## config.mk

```make
export PLATFORM = sky130hd
export DESIGN_NAME = matrix_alu_top
export DESIGN_NICKNAME = d
export VERILOG_FILES = /design/src/design/matrix_pkg.sv /design/src/design/matrix_seq.sv /design/src/design/operand_fetch.sv /design/src/design/mac_stage.sv /design/src/design/stream_out.sv /design/src/design/matrix_alu_top.sv
export SDC_FILE = /design/constraint.sdc
export NUM_CORES = 1
export LEC_CHECK = 0
export BUFFER_PORTS_ARGS = -buffer_cell sky130_fd_sc_hd__buf_2
export CAP_MARGIN = 20
export CORE_MARGIN = 2
export CORE_UTILIZATION = 60
export CTS_CLUSTER_DIAMETER = 150
export DETAILED_ROUTE_END_ITERATION = 10
export PLACE_DENSITY = 0.95
export SLEW_MARGIN = 5
export SYNTH_ARGS = -nofsm -noshare
export SYNTH_HDL_FRONTEND = slang
export SYNTH_SLANG_ARGS = --single-unit
```

## constraint.sdc

```tcl
create_clock -name clk -period 14.5 [get_ports clk]
set_input_delay 2.175 -clock clk [delete_from_list [all_inputs] [get_ports clk]]
set_output_delay 2.175 -clock clk [all_outputs]
set_load 0.005 [all_outputs]
```

## src/design/matrix_pkg.sv

```systemverilog
package matrix_pkg;

  // ------------------------------------------------------------------
  // Sizes
  // ------------------------------------------------------------------

  // Largest row or column count of an operand
  localparam int MAX_DIM = 4;
  // Dimension and index width, holds 0 to MAX_DIM
  localparam int DIM_W   = 3;
  // Signed operand element
  localparam int ELEM_W  = 8;
  // Full precision result, no saturation anywhere
  localparam int RES_W   = 32;
  // Busy cycle counter width
  localparam int CNT_W   = 32;

  typedef logic [DIM_W-1:0]         dim_t;
  typedef logic signed [ELEM_W-1:0] elem_data_t;
  typedef logic signed [RES_W-1:0]  res_t;

  typedef enum logic [1:0] {
    OP_ADD        = 2'd0,
    OP_SCALAR_MUL = 2'd1,
    OP_TRANSPOSE  = 2'd2,
    OP_MAT_MUL    = 2'd3
  } op_code_t;

  // Operand matrix, cells[row][col] in row-major order
  typedef struct packed {
    dim_t                                      rows;
    dim_t                                      cols;
    elem_data_t [MAX_DIM-1:0][MAX_DIM-1:0]     cells;
  } matrix_t;

  // ------------------------------------------------------------------
  // Pipeline stage payloads
  // ------------------------------------------------------------------

  // One issued term of one output element
  typedef struct packed {
    logic     valid;
    op_code_t op;
    dim_t     i;
    dim_t     j;
    dim_t     k;
    logic     first_term;
    logic     last_term;
    logic     last_col;
  } term_req_t;

  // One fetched term, operands already sign extended
  typedef struct packed {
    logic valid;
    // High selects a + b, low selects a * b
    logic use_sum;
    res_t a;
    res_t b;
    logic first_term;
    logic last_term;
    logic last_col;
  } operand_t;

  // One finished result element
  typedef struct packed {
    logic valid;
    res_t data;
    logic last_col;
  } elem_t;

endpackage

```

## src/design/matrix_seq.sv

```systemverilog
`timescale 1ns/1ps

module matrix_seq import matrix_pkg::*; (
  input  logic             clk,
  input  logic             rst_n,
  input  logic             start_i,
  input  op_code_t         op_i,
  input  dim_t             dims_a_rows_i,
  input  dim_t             dims_a_cols_i,
  input  dim_t             dims_b_rows_i,
  input  dim_t             dims_b_cols_i,
  input  logic             elem_accepted_i,
  output term_req_t        term_o,
  output logic             done_o,
  output logic             error_flag_o,
  output logic [CNT_W-1:0] cycle_cnt_o
);

  typedef enum logic [1:0] {
    S_IDLE,
    S_ISSUE,
    S_WAIT,
    S_DONE
  } seq_state_t;

  seq_state_t       state_q;
  op_code_t         op_q;
  dim_t             i_q;
  dim_t             j_q;
  dim_t             k_q;
  dim_t             lim_i_q;
  dim_t             lim_j_q;
  dim_t             lim_k_q;
  dim_t             lim_i_d;
  dim_t             lim_j_d;
  dim_t             lim_k_d;
  logic             done_q;
  logic             err_q;
  logic [CNT_W-1:0] cnt_q;
  logic             dims_in_range;
  logic             shape_ok;
  logic             start_ok;
  logic             i_last;
  logic             j_last;
  logic             k_last;

  // Dimension must be 1..MAX_DIM
  function automatic logic dim_valid(input dim_t d);
    return (d != '0) && (d <= DIM_W'(MAX_DIM));
  endfunction

  // ------------------------------------------------------------------
  // Start check and loop limits
  // ------------------------------------------------------------------

  assign dims_in_range = dim_valid(dims_a_rows_i) && dim_valid(dims_a_cols_i) &&
                         dim_valid(dims_b_rows_i) && dim_valid(dims_b_cols_i);

  always_comb begin
    // Element-wise shape by default, one term per element
    shape_ok = 1'b1;
    lim_i_d  = dims_a_rows_i;
    lim_j_d  = dims_a_cols_i;
    lim_k_d  = DIM_W'(1);
    case (op_i)
      OP_ADD: begin
        shape_ok = (dims_a_rows_i == dims_b_rows_i) && (dims_a_cols_i == dims_b_cols_i);
      end
      OP_TRANSPOSE: begin
        // Output is A.cols x A.rows
        lim_i_d = dims_a_cols_i;
        lim_j_d = dims_a_rows_i;
      end
      OP_MAT_MUL: begin
        // Inner dimension becomes the term count
        shape_ok = (dims_a_cols_i == dims_b_rows_i);
        lim_j_d  = dims_b_cols_i;
        lim_k_d  = dims_a_cols_i;
      end
      default: begin
        shape_ok = 1'b1;
      end
    endcase
  end

  assign start_ok = dims_in_range && shape_ok;

  // Position flags inside the current walk
  assign i_last = (i_q == lim_i_q - DIM_W'(1));
  assign j_last = (j_q == lim_j_q - DIM_W'(1));
  assign k_last = (k_q == lim_k_q - DIM_W'(1));

  // Term issued every cycle spent in S_ISSUE
  always_comb begin
    term_o.valid      = (state_q == S_ISSUE);
    term_o.op         = op_q;
    term_o.i          = i_q;
    term_o.j          = j_q;
    term_o.k          = k_q;
    term_o.first_term = (k_q == '0);
    term_o.last_term  = k_last;
    term_o.last_col   = j_last;
  end

  // ------------------------------------------------------------------
  // Control FSM
  // ------------------------------------------------------------------

  always_ff @(posedge clk or negedge rst_n) begin
    if (!rst_n) begin
      state_q <= S_IDLE;
      op_q    <= OP_ADD;
      i_q     <= '0;
      j_q     <= '0;
      k_q     <= '0;
      lim_i_q <= '0;
      lim_j_q <= '0;
      lim_k_q <= '0;
      done_q  <= 1'b0;
      err_q   <= 1'b0;
      cnt_q   <= '0;
    end else begin
      case (state_q)
        S_IDLE: begin
          if (start_i) begin
            op_q    <= op_i;
            i_q     <= '0;
            j_q     <= '0;
            k_q     <= '0;
            lim_i_q <= lim_i_d;
            lim_j_q <= lim_j_d;
            lim_k_q <= lim_k_d;
            cnt_q   <= '0;
            if (start_ok) begin
              err_q   <= 1'b0;
              state_q <= S_ISSUE;
            end else begin
              // Bad shape ends at once with nothing streamed
              err_q   <= 1'b1;
              done_q  <= 1'b1;
              state_q <= S_DONE;
            end
          end
        end
        S_ISSUE: begin
          cnt_q <= cnt_q + 1'b1;
          if (k_last) begin
            k_q     <= '0;
            state_q <= S_WAIT;
          end else begin
            k_q <= k_q + 1'b1;
          end
        end
        S_WAIT: begin
          cnt_q <= cnt_q + 1'b1;
          // Next element only after the previous one left the stream
          if (elem_accepted_i) begin
            if (i_last && j_last) begin
              done_q  <= 1'b1;
              state_q <= S_DONE;
            end else if (j_last) begin
              j_q     <= '0;
              i_q     <= i_q + 1'b1;
              state_q <= S_ISSUE;
            end else begin
              j_q     <= j_q + 1'b1;
              state_q <= S_ISSUE;
            end
          end
        end
        S_DONE: begin
          // Hold done until start is released
          if (!start_i) begin
            done_q  <= 1'b0;
            state_q <= S_IDLE;
          end
        end
        default: begin
          state_q <= S_IDLE;
        end
      endcase
    end
  end

  assign done_o       = done_q;
  assign error_flag_o = err_q;
  assign cycle_cnt_o  = cnt_q;

endmodule

```

## src/design/operand_fetch.sv

```systemverilog
`timescale 1ns/1ps

module operand_fetch import matrix_pkg::*; (
  input  logic       clk,
  input  logic       rst_n,
  input  term_req_t  term_i,
  input  matrix_t    matrix_a_i,
  input  matrix_t    matrix_b_i,
  input  elem_data_t scalar_i,
  output operand_t   opnd_o
);

  elem_data_t a_sel;
  elem_data_t b_sel;
  logic       use_sum;
  operand_t   opnd_q;

  function automatic res_t sext(input elem_data_t v);
    return RES_W'(v);
  endfunction

  // Operand select per operation
  always_comb begin
    use_sum = 1'b0;
    a_sel   = matrix_a_i.cells[term_i.i][term_i.j];
    b_sel   = matrix_b_i.cells[term_i.i][term_i.j];
    case (term_i.op)
      OP_ADD: begin
        use_sum = 1'b1;
      end
      OP_SCALAR_MUL: begin
        b_sel = scalar_i;
      end
      OP_TRANSPOSE: begin
        // Swapped indices, times one through the multiplier
        a_sel = matrix_a_i.cells[term_i.j][term_i.i];
        b_sel = ELEM_W'(1);
      end
      OP_MAT_MUL: begin
        a_sel = matrix_a_i.cells[term_i.i][term_i.k];
        b_sel = matrix_b_i.cells[term_i.k][term_i.j];
      end
      default: begin
        use_sum = 1'b0;
      end
    endcase
  end

  always_ff @(posedge clk or negedge rst_n) begin
    if (!rst_n) begin
      opnd_q <= '0;
    end else begin
      // Valid follows every issue cycle
      opnd_q.valid <= term_i.valid;
      // Payload only moves with a valid term
      if (term_i.valid) begin
        opnd_q.use_sum    <= use_sum;
        opnd_q.a          <= sext(a_sel);
        opnd_q.b          <= sext(b_sel);
        opnd_q.first_term <= term_i.first_term;
        opnd_q.last_term  <= term_i.last_term;
        opnd_q.last_col   <= term_i.last_col;
      end
    end
  end

  assign opnd_o = opnd_q;

endmodule

```

## src/design/mac_stage.sv

```systemverilog
`timescale 1ns/1ps

module mac_stage import matrix_pkg::*; (
  input  logic     clk,
  input  logic     rst_n,
  input  operand_t opnd_i,
  output elem_t    elem_o
);

  res_t prod;
  res_t add_x;
  res_t add_y;
  res_t add_sum;
  res_t acc_q;
  logic valid_q;
  logic last_col_q;

  // ------------------------------------------------------------------
  // Shared datapath
  // ------------------------------------------------------------------

  // Single multiplier, low RES_W bits of the signed product
  assign prod = opnd_i.a * opnd_i.b;

  // Single adder
  // sum mode gives a + b, product mode gives product plus running total
  assign add_x = opnd_i.use_sum ? opnd_i.a : prod;

  always_comb begin
    if (opnd_i.use_sum) begin
      add_y = opnd_i.b;
    end else if (opnd_i.first_term) begin
      // Restart the dot product
      add_y = '0;
    end else begin
      add_y = acc_q;
    end
  end

  assign add_sum = add_x + add_y;

  // ------------------------------------------------------------------
  // Registers
  // ------------------------------------------------------------------

  // One-cycle pulse when the final term of an element lands
  always_ff @(posedge clk or negedge rst_n) begin
    if (!rst_n) begin
      valid_q <= 1'b0;
    end else begin
      valid_q <= opnd_i.valid & opnd_i.last_term;
    end
  end

  // Accumulator doubles as the element data register
  always_ff @(posedge clk) begin
    if (opnd_i.valid) begin
      acc_q      <= add_sum;
      last_col_q <= opnd_i.last_col;
    end
  end

  assign elem_o.valid    = valid_q;
  assign elem_o.data     = acc_q;
  assign elem_o.last_col = last_col_q;

endmodule

```

## src/design/stream_out.sv

```systemverilog
`timescale 1ns/1ps

module stream_out import matrix_pkg::*; (
  input  logic  clk,
  input  logic  rst_n,
  input  elem_t elem_i,
  input  logic  stream_ready_i,
  output logic  stream_valid_o,
  output res_t  stream_data_o,
  output logic  stream_last_col_o,
  output logic  elem_accepted_o
);

  logic valid_q;
  res_t data_q;
  logic last_col_q;
  logic handshake;

  // Element moves when valid meets ready
  assign handshake = valid_q & stream_ready_i;

  // Sequencer waits for acceptance, so a new element never
  // lands on top of one still held here
  always_ff @(posedge clk or negedge rst_n) begin
    if (!rst_n) begin
      valid_q <= 1'b0;
    end else if (elem_i.valid) begin
      valid_q <= 1'b1;
    end else if (handshake) begin
      valid_q <= 1'b0;
    end
  end

  // Data held stable under back-pressure
  always_ff @(posedge clk) begin
    if (elem_i.valid) begin
      data_q     <= elem_i.data;
      last_col_q <= elem_i.last_col;
    end
  end

  assign stream_valid_o    = valid_q;
  assign stream_data_o     = data_q;
  assign stream_last_col_o = last_col_q;
  assign elem_accepted_o   = handshake;

endmodule

```

## src/design/matrix_alu_top.sv

```systemverilog
`timescale 1ns/1ps

module matrix_alu_top import matrix_pkg::*; (
  input  logic             clk,
  input  logic             rst_n,
  input  logic             start_i,
  input  op_code_t         op_i,
  input  matrix_t          matrix_a_i,
  input  matrix_t          matrix_b_i,
  input  elem_data_t       scalar_i,
  input  logic             stream_ready_i,
  output logic             done_o,
  output logic             error_flag_o,
  output logic [CNT_W-1:0] cycle_cnt_o,
  output logic             stream_valid_o,
  output res_t             stream_data_o,
  output logic             stream_last_col_o
);

  // Stage to stage payloads
  term_req_t term;
  operand_t  opnd;
  elem_t     elem;
  logic      elem_accepted;

  // ------------------------------------------------------------------
  // Pipeline
  // ------------------------------------------------------------------

  matrix_seq u_seq (
    .clk             (clk),
    .rst_n           (rst_n),
    .start_i         (start_i),
    .op_i            (op_i),
    .dims_a_rows_i   (matrix_a_i.rows),
    .dims_a_cols_i   (matrix_a_i.cols),
    .dims_b_rows_i   (matrix_b_i.rows),
    .dims_b_cols_i   (matrix_b_i.cols),
    .elem_accepted_i (elem_accepted),
    .term_o          (term),
    .done_o          (done_o),
    .error_flag_o    (error_flag_o),
    .cycle_cnt_o     (cycle_cnt_o)
  );

  operand_fetch u_fetch (
    .clk        (clk),
    .rst_n      (rst_n),
    .term_i     (term),
    .matrix_a_i (matrix_a_i),
    .matrix_b_i (matrix_b_i),
    .scalar_i   (scalar_i),
    .opnd_o     (opnd)
  );

  mac_stage u_mac (
    .clk    (clk),
    .rst_n  (rst_n),
    .opnd_i (opnd),
    .elem_o (elem)
  );

  // Output holding register and handshake
  stream_out u_out (
    .clk               (clk),
    .rst_n             (rst_n),
    .elem_i            (elem),
    .stream_ready_i    (stream_ready_i),
    .stream_valid_o    (stream_valid_o),
    .stream_data_o     (stream_data_o),
    .stream_last_col_o (stream_last_col_o),
    .elem_accepted_o   (elem_accepted)
  );

endmodule

```

== Word-level counts from Yosys, hierarchy flattened ==
Index checks and enable logic that the tools add are counted.
Word-level totals
  output and inout bits: 68
  bits of input ports: 282
  register bits after elaboration: 145
Operators by class
  reduce and logical (&&, ||, !) cells: 31
  equal/unequal tests: 22
  bitwise operators: 2
  magnitude comparators: 7
  multiply operators: 1
  multiplexer cells: 57
  $add $sub $neg: 8
Operator list (count)
  $bmux W32 S2: 4
  $mux W32: 8
  $bmux W8 S2: 5
  $pmux W32 S2: 1
  $mux W8: 5
  $add A32 B1 Y32 const B: 1
  $add A32 B32 Y32: 1
  $mux W3: 10
  $pmux W3 S2: 4
  $pmux W8 S3: 1
  $eq A3 B3 Y1: 6
  $mul A8 B8 Y16: 1
  $pmux W8 S2: 1
  $reduce_bool A3 Y1: 5
  $eq A2 B2 Y1 const B: 6
  $le A3 B3 Y1 const B: 4
  $mux W2: 6
  $ne A2 B2 Y1 const B: 6
  $logic_and A1 B1 Y1: 10
  $add A3 B1 Y3 const B: 3
  $lt A3 B3 Y1 const B: 3
  $mux W1: 9
  $sub A3 B1 Y3 const B: 3
  $pmux W2 S4: 1
  other kinds (13): 24

== Logic depth before layout (Yosys ltp) ==
  depth after elaboration: 9
  mapped depth: 32
  mapped depth without buffers: 32

== Cells and area by module ==
Synthesis repeated with hierarchy kept, for this count alone.
Unflattened totals
  cells, all modules: 3030
  area, all modules: 29778.6 µm²
By module, submodules not included
  mac_stage: cells an instance 2138, area an instance 19277.2 µm², times used 1
  operand_fetch: cells an instance 512, area an instance 6233.5 µm², times used 1
  matrix_seq: cells an instance 343, area an instance 3233.1 µm², times used 1
  stream_out: cells an instance 37, area an instance 1034.7 µm², times used 1

== Worst setup path after synthesis ==
Ideal clock, no wire load.
  path kind: register to register
  start point: register, netlist name u_fetch.opnd_o[10]
  end point: register u_mac.acc_q[28], data pin
  slack: 7620 ps
  period minus slack after synthesis: 6880 ps
  arrival: 6620 ps
  stages on the path, launching flop included: 29
  buffers on the path: 2
  path through: dfrtp_1 -> inv_1 -> clkbuf_1 -> nor2_1 -> fa_1 -> inv_1 -> fa_1 -> inv_1 -> fa_1 -> inv_1 -> fa_1 -> inv_1 -> ha_1 -> nand2_1 -> o21ai_0 -> a2111o_1 -> a21oi_2 -> or2_4 -> o21a_1 -> buf_6 -> inv_4 -> ha_1 -> a21o_1 -> a21o_1 -> a21o_1 -> o21ai_0 -> o21ai_0 -> o41ai_2 -> mux2_2
On the way
  longest elaborated chain between the ends: 3
  elaborated cells on any way between the ends: 4
RTL lines
  $mul A8 B8 Y16: RTL line mac_stage.sv:23  | assign prod = opnd_i.a * opnd_i.b;
  $mux W32: RTL line mac_stage.sv:27  | assign add_x = opnd_i.use_sum ? opnd_i.a : prod;
  $add A32 B32 Y32 (*): RTL line mac_stage.sv:40  | assign add_sum = add_x + add_y;
  named net u_mac.add_sum[28]: RTL line mac_stage.sv:13  | res_t add_sum;
  to (signal assigned): RTL line mac_stage.sv:58  | acc_q <= add_sum;
  to (decl): RTL line mac_stage.sv:14  | res_t acc_q;
Mark *: on every way through the listed nets, which the timed path passes. The rest lies on a longest branch.
A chain may end at the register's enable or synchronous reset.

== Worst setup path after layout ==
  start point: register, netlist name u_fetch.opnd_o[42]
  end point: register u_mac.acc_q[26], data pin
On the way
  longest elaborated chain between the ends: 3
RTL lines (RTL line)
  $mul A8 B8 Y16: mac_stage.sv:23
  $mux W32 (*): mac_stage.sv:27
  $add A32 B32 Y32 (*): mac_stage.sv:40
  named net u_mac.add_sum[26]: mac_stage.sv:13
Marked as above.

==> run summary <==
The flow ran to the end, and the final reports show no timing, DRC or antenna violations. The routed layout has 12,839 vias. The run gives 0.129 GHz as the peak clock frequency supported by timing. For the initial core utilization, the log shows 61.2%. The number of gates given a new drive strength after cts was 0. The clock root buffer is sky130_fd_sc_hd__clkbuf_16.

The tools report the final worst clock skew as 0.00877 ns. Entering global routing, the biggest net connects 76 pins. CTS saw 145 sinks.

For the number of pins exceeding their max-slew limit in the final report, the log shows 0. The worst setup path is captured at a register. Yosys printed 0 warnings. The headroom to the max-slew limit was 30.8%; the global-route wire length before repair was 70,200 um. For this design, the CTS-stage hold fixing added 0 buffers.

In this run the core area contains 57 standard-cell rows. The most common cell after layout, fill and taps aside was sky130_fd_sc_hd__buf_2. The clock slew at the register clock pins of the worst setup and hold paths came out at 0.07 ns.

In the routed layout, each cell is associated on average with a via count of 6.41. The total I/O pin count is 350, and the period utilization is 53.5%. The number of nets produced by synthesis came out at 1,763. The clock tree synthesis step divided the H-tree into 4 levels. The all-layer global routing usage is 34.6%.

The tools report the category of the worst setup path launch point as a register. Data on the critical path is required at its endpoint by 14.67 ns. The shortest period the worst path allows works out to 7.76 ns. Setup repair after global routing left no endpoint under its margin. The run gives 1.02 as the routability congestion estimate. For the initial antenna violation count, the log shows 7. No sink is reached through more buffers than the 2 on the longest clock path. For the data arrival time of the critical path, the log shows 7.94 ns. The width of the die is 162 um, and the residual DRC count is 0.

The die is 162 um tall. Max-cap violations in this run came to 0. Port buffering added 349 buffers. Measured on the finished design, the core utilization comes to 71.9%.

Clock latency on the worst-skew pair, taken at its later pin, is 0.44 ns. The most used flip-flop cell after synthesis is sky130_fd_sc_hd__dfrtp_1. The first routing iteration left 1,051 violations. The total overflow left after global routing is 0. The logs give 0 for the setup-violating endpoint count in the final report and 5 for the total iterations of the first detailed-routing run.

The worst setup path category is reg2reg. The worst path setup slack after routing was 6.74 ns. The flop and latch count out of synthesis is 145, and the number of flops mapped to enable cells by yosys is 66.

Detailed placement ended at an HPWL of 33,400 um. OpenSTA, run right after detailed placement, puts the worst setup slack at 6.97 ns. The tools report the net total in the final layout as 2,068.

At the pin with the least slew margin, the transition time is 1.04 ns. From synthesis to final layout, the design area changed by 17.4%. The routed length per instance is 21.9 um. Along the worst path, the maximum fanout reaches 17. The tools report the final hold violation count as 0. In the layout the commonest cells are sky130_fd_sc_hd__buf_2, sky130_fd_sc_hd__mux4_2, sky130_fd_sc_hd__nand2_1. The fraction of registers with async set or reset after synthesis is 54.5%. The floorplan core area came out at 0.0244 mm^2. The share of layout cells above drive strength 1 is 35.9%, and the post-CTS repair timing setup buffer count is 0. The total die area was 0.0262 mm^2; the number of global-route vias before repair was 13,507.

The final wirelength was 43,800 um; the sum of negative setup slack was 0 ns. For the post-detailed-route count of antenna-violating nets, the log shows 0. TritonCTS built the clock tree.

The mean area per synthesized cell is 11.0 um^2, and the mapped cell area is 0.0149 mm^2. The share of the Yosys chip area taken by registers is 26.5%. Synthesis produced 1,354 cells.

Path type of the worst min-delay path: reg2reg. The post-synthesis cell type count is 74, and the number of clock buffers inserted by TritonCTS is 17.
[registers in the layout, summed over array words and instances (netlist names), 21 cells and up]
signal	flops
u_fetch.opnd_o	21
u_mac.acc_q	32
u_out.stream_data_o	32
u_seq.cycle_cnt_o	32
[worst paths after layout]
check	from	endpoint	slack, ns	cells past startpoint
max	u_fetch.opnd_o[42]	u_mac.acc_q[26]	6.74	25
min	u_mac.last_col_q	u_out.stream_last_col_o	0.44	0
max reg2reg	u_fetch.opnd_o[42]	u_mac.acc_q[26]	6.74	25
min reg2reg	u_mac.last_col_q	u_out.stream_last_col_o	0.44	0
max in group asynchronous	rst_n	u_seq.j_q[0]	11.84	2
min in group asynchronous	rst_n	u_seq.cycle_cnt_o[19]	1.68	1
[kinds of logic (layout without fill, tap and decap cells)]
| logic type | count (synthesis) | count (layout) | share of synthesized area, % |
|---|---|---|---|
| simple gates | 341 | 341 | 10.6 |
| mux | 199 | 199 | 27.5 |
| xor+xnor | 95 | 95 | 5.67 |
| flops | 145 | 145 | 26.5 |
| buf+inv | 208 | 526 | 5.52 |
| fa+ha+maj | 127 | 127 | 13.5 |
| other cells | 0 | 8 | 0 |
| compound gates | 239 | 239 | 10.8 |
[critical path, cell delays in order (launching register included)]
cell and delay (ns):
sky130_fd_sc_hd__dfrtp_1 0.57, sky130_fd_sc_hd__nand2_1 0.21, sky130_fd_sc_hd__fa_1 0.65, sky130_fd_sc_hd__fa_1 0.53
sky130_fd_sc_hd__inv_1 0.06, sky130_fd_sc_hd__fa_1 0.49, sky130_fd_sc_hd__inv_1 0.06, sky130_fd_sc_hd__fa_1 0.49
sky130_fd_sc_hd__inv_1 0.04, sky130_fd_sc_hd__ha_1 0.31, sky130_fd_sc_hd__nand2_1 0.14, sky130_fd_sc_hd__o21ai_0 0.23
sky130_fd_sc_hd__a2111o_1 0.54, sky130_fd_sc_hd__a21oi_2 0.21, sky130_fd_sc_hd__or2_4 0.17, sky130_fd_sc_hd__o21a_1 0.35
sky130_fd_sc_hd__inv_4 0.18, sky130_fd_sc_hd__ha_1 0.39, sky130_fd_sc_hd__a21o_1 0.22, sky130_fd_sc_hd__a21o_1 0.18
sky130_fd_sc_hd__a21o_1 0.19, sky130_fd_sc_hd__o21ai_0 0.22, sky130_fd_sc_hd__o21ai_0 0.19, sky130_fd_sc_hd__o41ai_2 0.48
sky130_fd_sc_hd__mux2i_1 0.30, sky130_fd_sc_hd__xor2_1 0.10
[synthesized netlist by cell type, drive strengths merged, types with 2 or more instances]
| cell | number | area, um^2 |
|---|---|---|
| mux4 | 168 | 3780 |
| nand2 | 130 | 488 |
| inv | 128 | 483 |
| nor2 | 89 | 337 |
| dfrtp | 79 | 1980 |
| o21ai | 75 | 379 |
| ha | 71 | 888 |
| edfxtp | 66 | 1980 |
| fa | 56 | 1120 |
| xnor2 | 56 | 490 |
| a21oi | 55 | 279 |
| clkbuf | 53 | 199 |
| and2 | 39 | 244 |
| xor2 | 38 | 333 |
| buf | 25 | 135 |
| mux2i | 24 | 240 |
| nand3 | 15 | 75.1 |
| a21o | 14 | 106 |
| and3 | 14 | 87.6 |
| o211ai | 14 | 105 |
| nor3 | 13 | 65.1 |
| a211oi | 11 | 97.6 |
| a22o | 10 | 87.6 |
| a31oi | 10 | 68.8 |
| or3 | 10 | 62.6 |
| nand2b | 8 | 50.1 |
| nand4 | 8 | 50.1 |
| nor4 | 8 | 65.1 |
| o21bai | 8 | 60.1 |
| mux2 | 7 | 78.8 |
| o21a | 7 | 52.6 |
| o31ai | 6 | 45.0 |
| a2111oi | 5 | 68.8 |
| o22ai | 3 | 18.8 |
| a2111o | 2 | 22.5 |
| a221o | 2 | 20.0 |
| a32o | 2 | 21.3 |
| a41oi | 2 | 17.5 |
| clkinv | 2 | 7.51 |
| nor2b | 2 | 12.5 |
| o221ai | 2 | 23.8 |
| or2 | 2 | 15.0 |
[cell type report]
class                   instances  area, um^2
diodes                          8        20.0
clock buffers                  19         475
clock inverters                13         153
fillers                      1721        6860
inverters                     130         490
multi-input cells            1001       10200
flip-flops and latches        145        3970
well taps                     324         405
repair buffers                364        1860
[metrics by stage]
| step | hold WS (ns) | cells | area (um^2) |
|---|---|---|---|
| 2_1_floorplan | 0.400 | 1354 | 14900 |
| 3_3_place_gp | 0.431 | 1964 | 16900 |
| 3_5_place_dp | 0.428 | 1964 | 16900 |
| 4_1_cts | 0.438 | 1996 | 17500 |
| 5_1_grt | 0.442 | 2003 | 17500 |
| 6_report | 0.437 | 2004 | 17500 |
[per-layer routing]
layer  global-route usage [%]  wire length, um
met4                     14.2             1860
met1                     42.7            16200
met2                     59.5            22100
met3                     7.61             3670
met5                        0                0
Power is not shown: default switching activity piles up to over one toggle a cycle in this logic, so the estimate is an artifact.
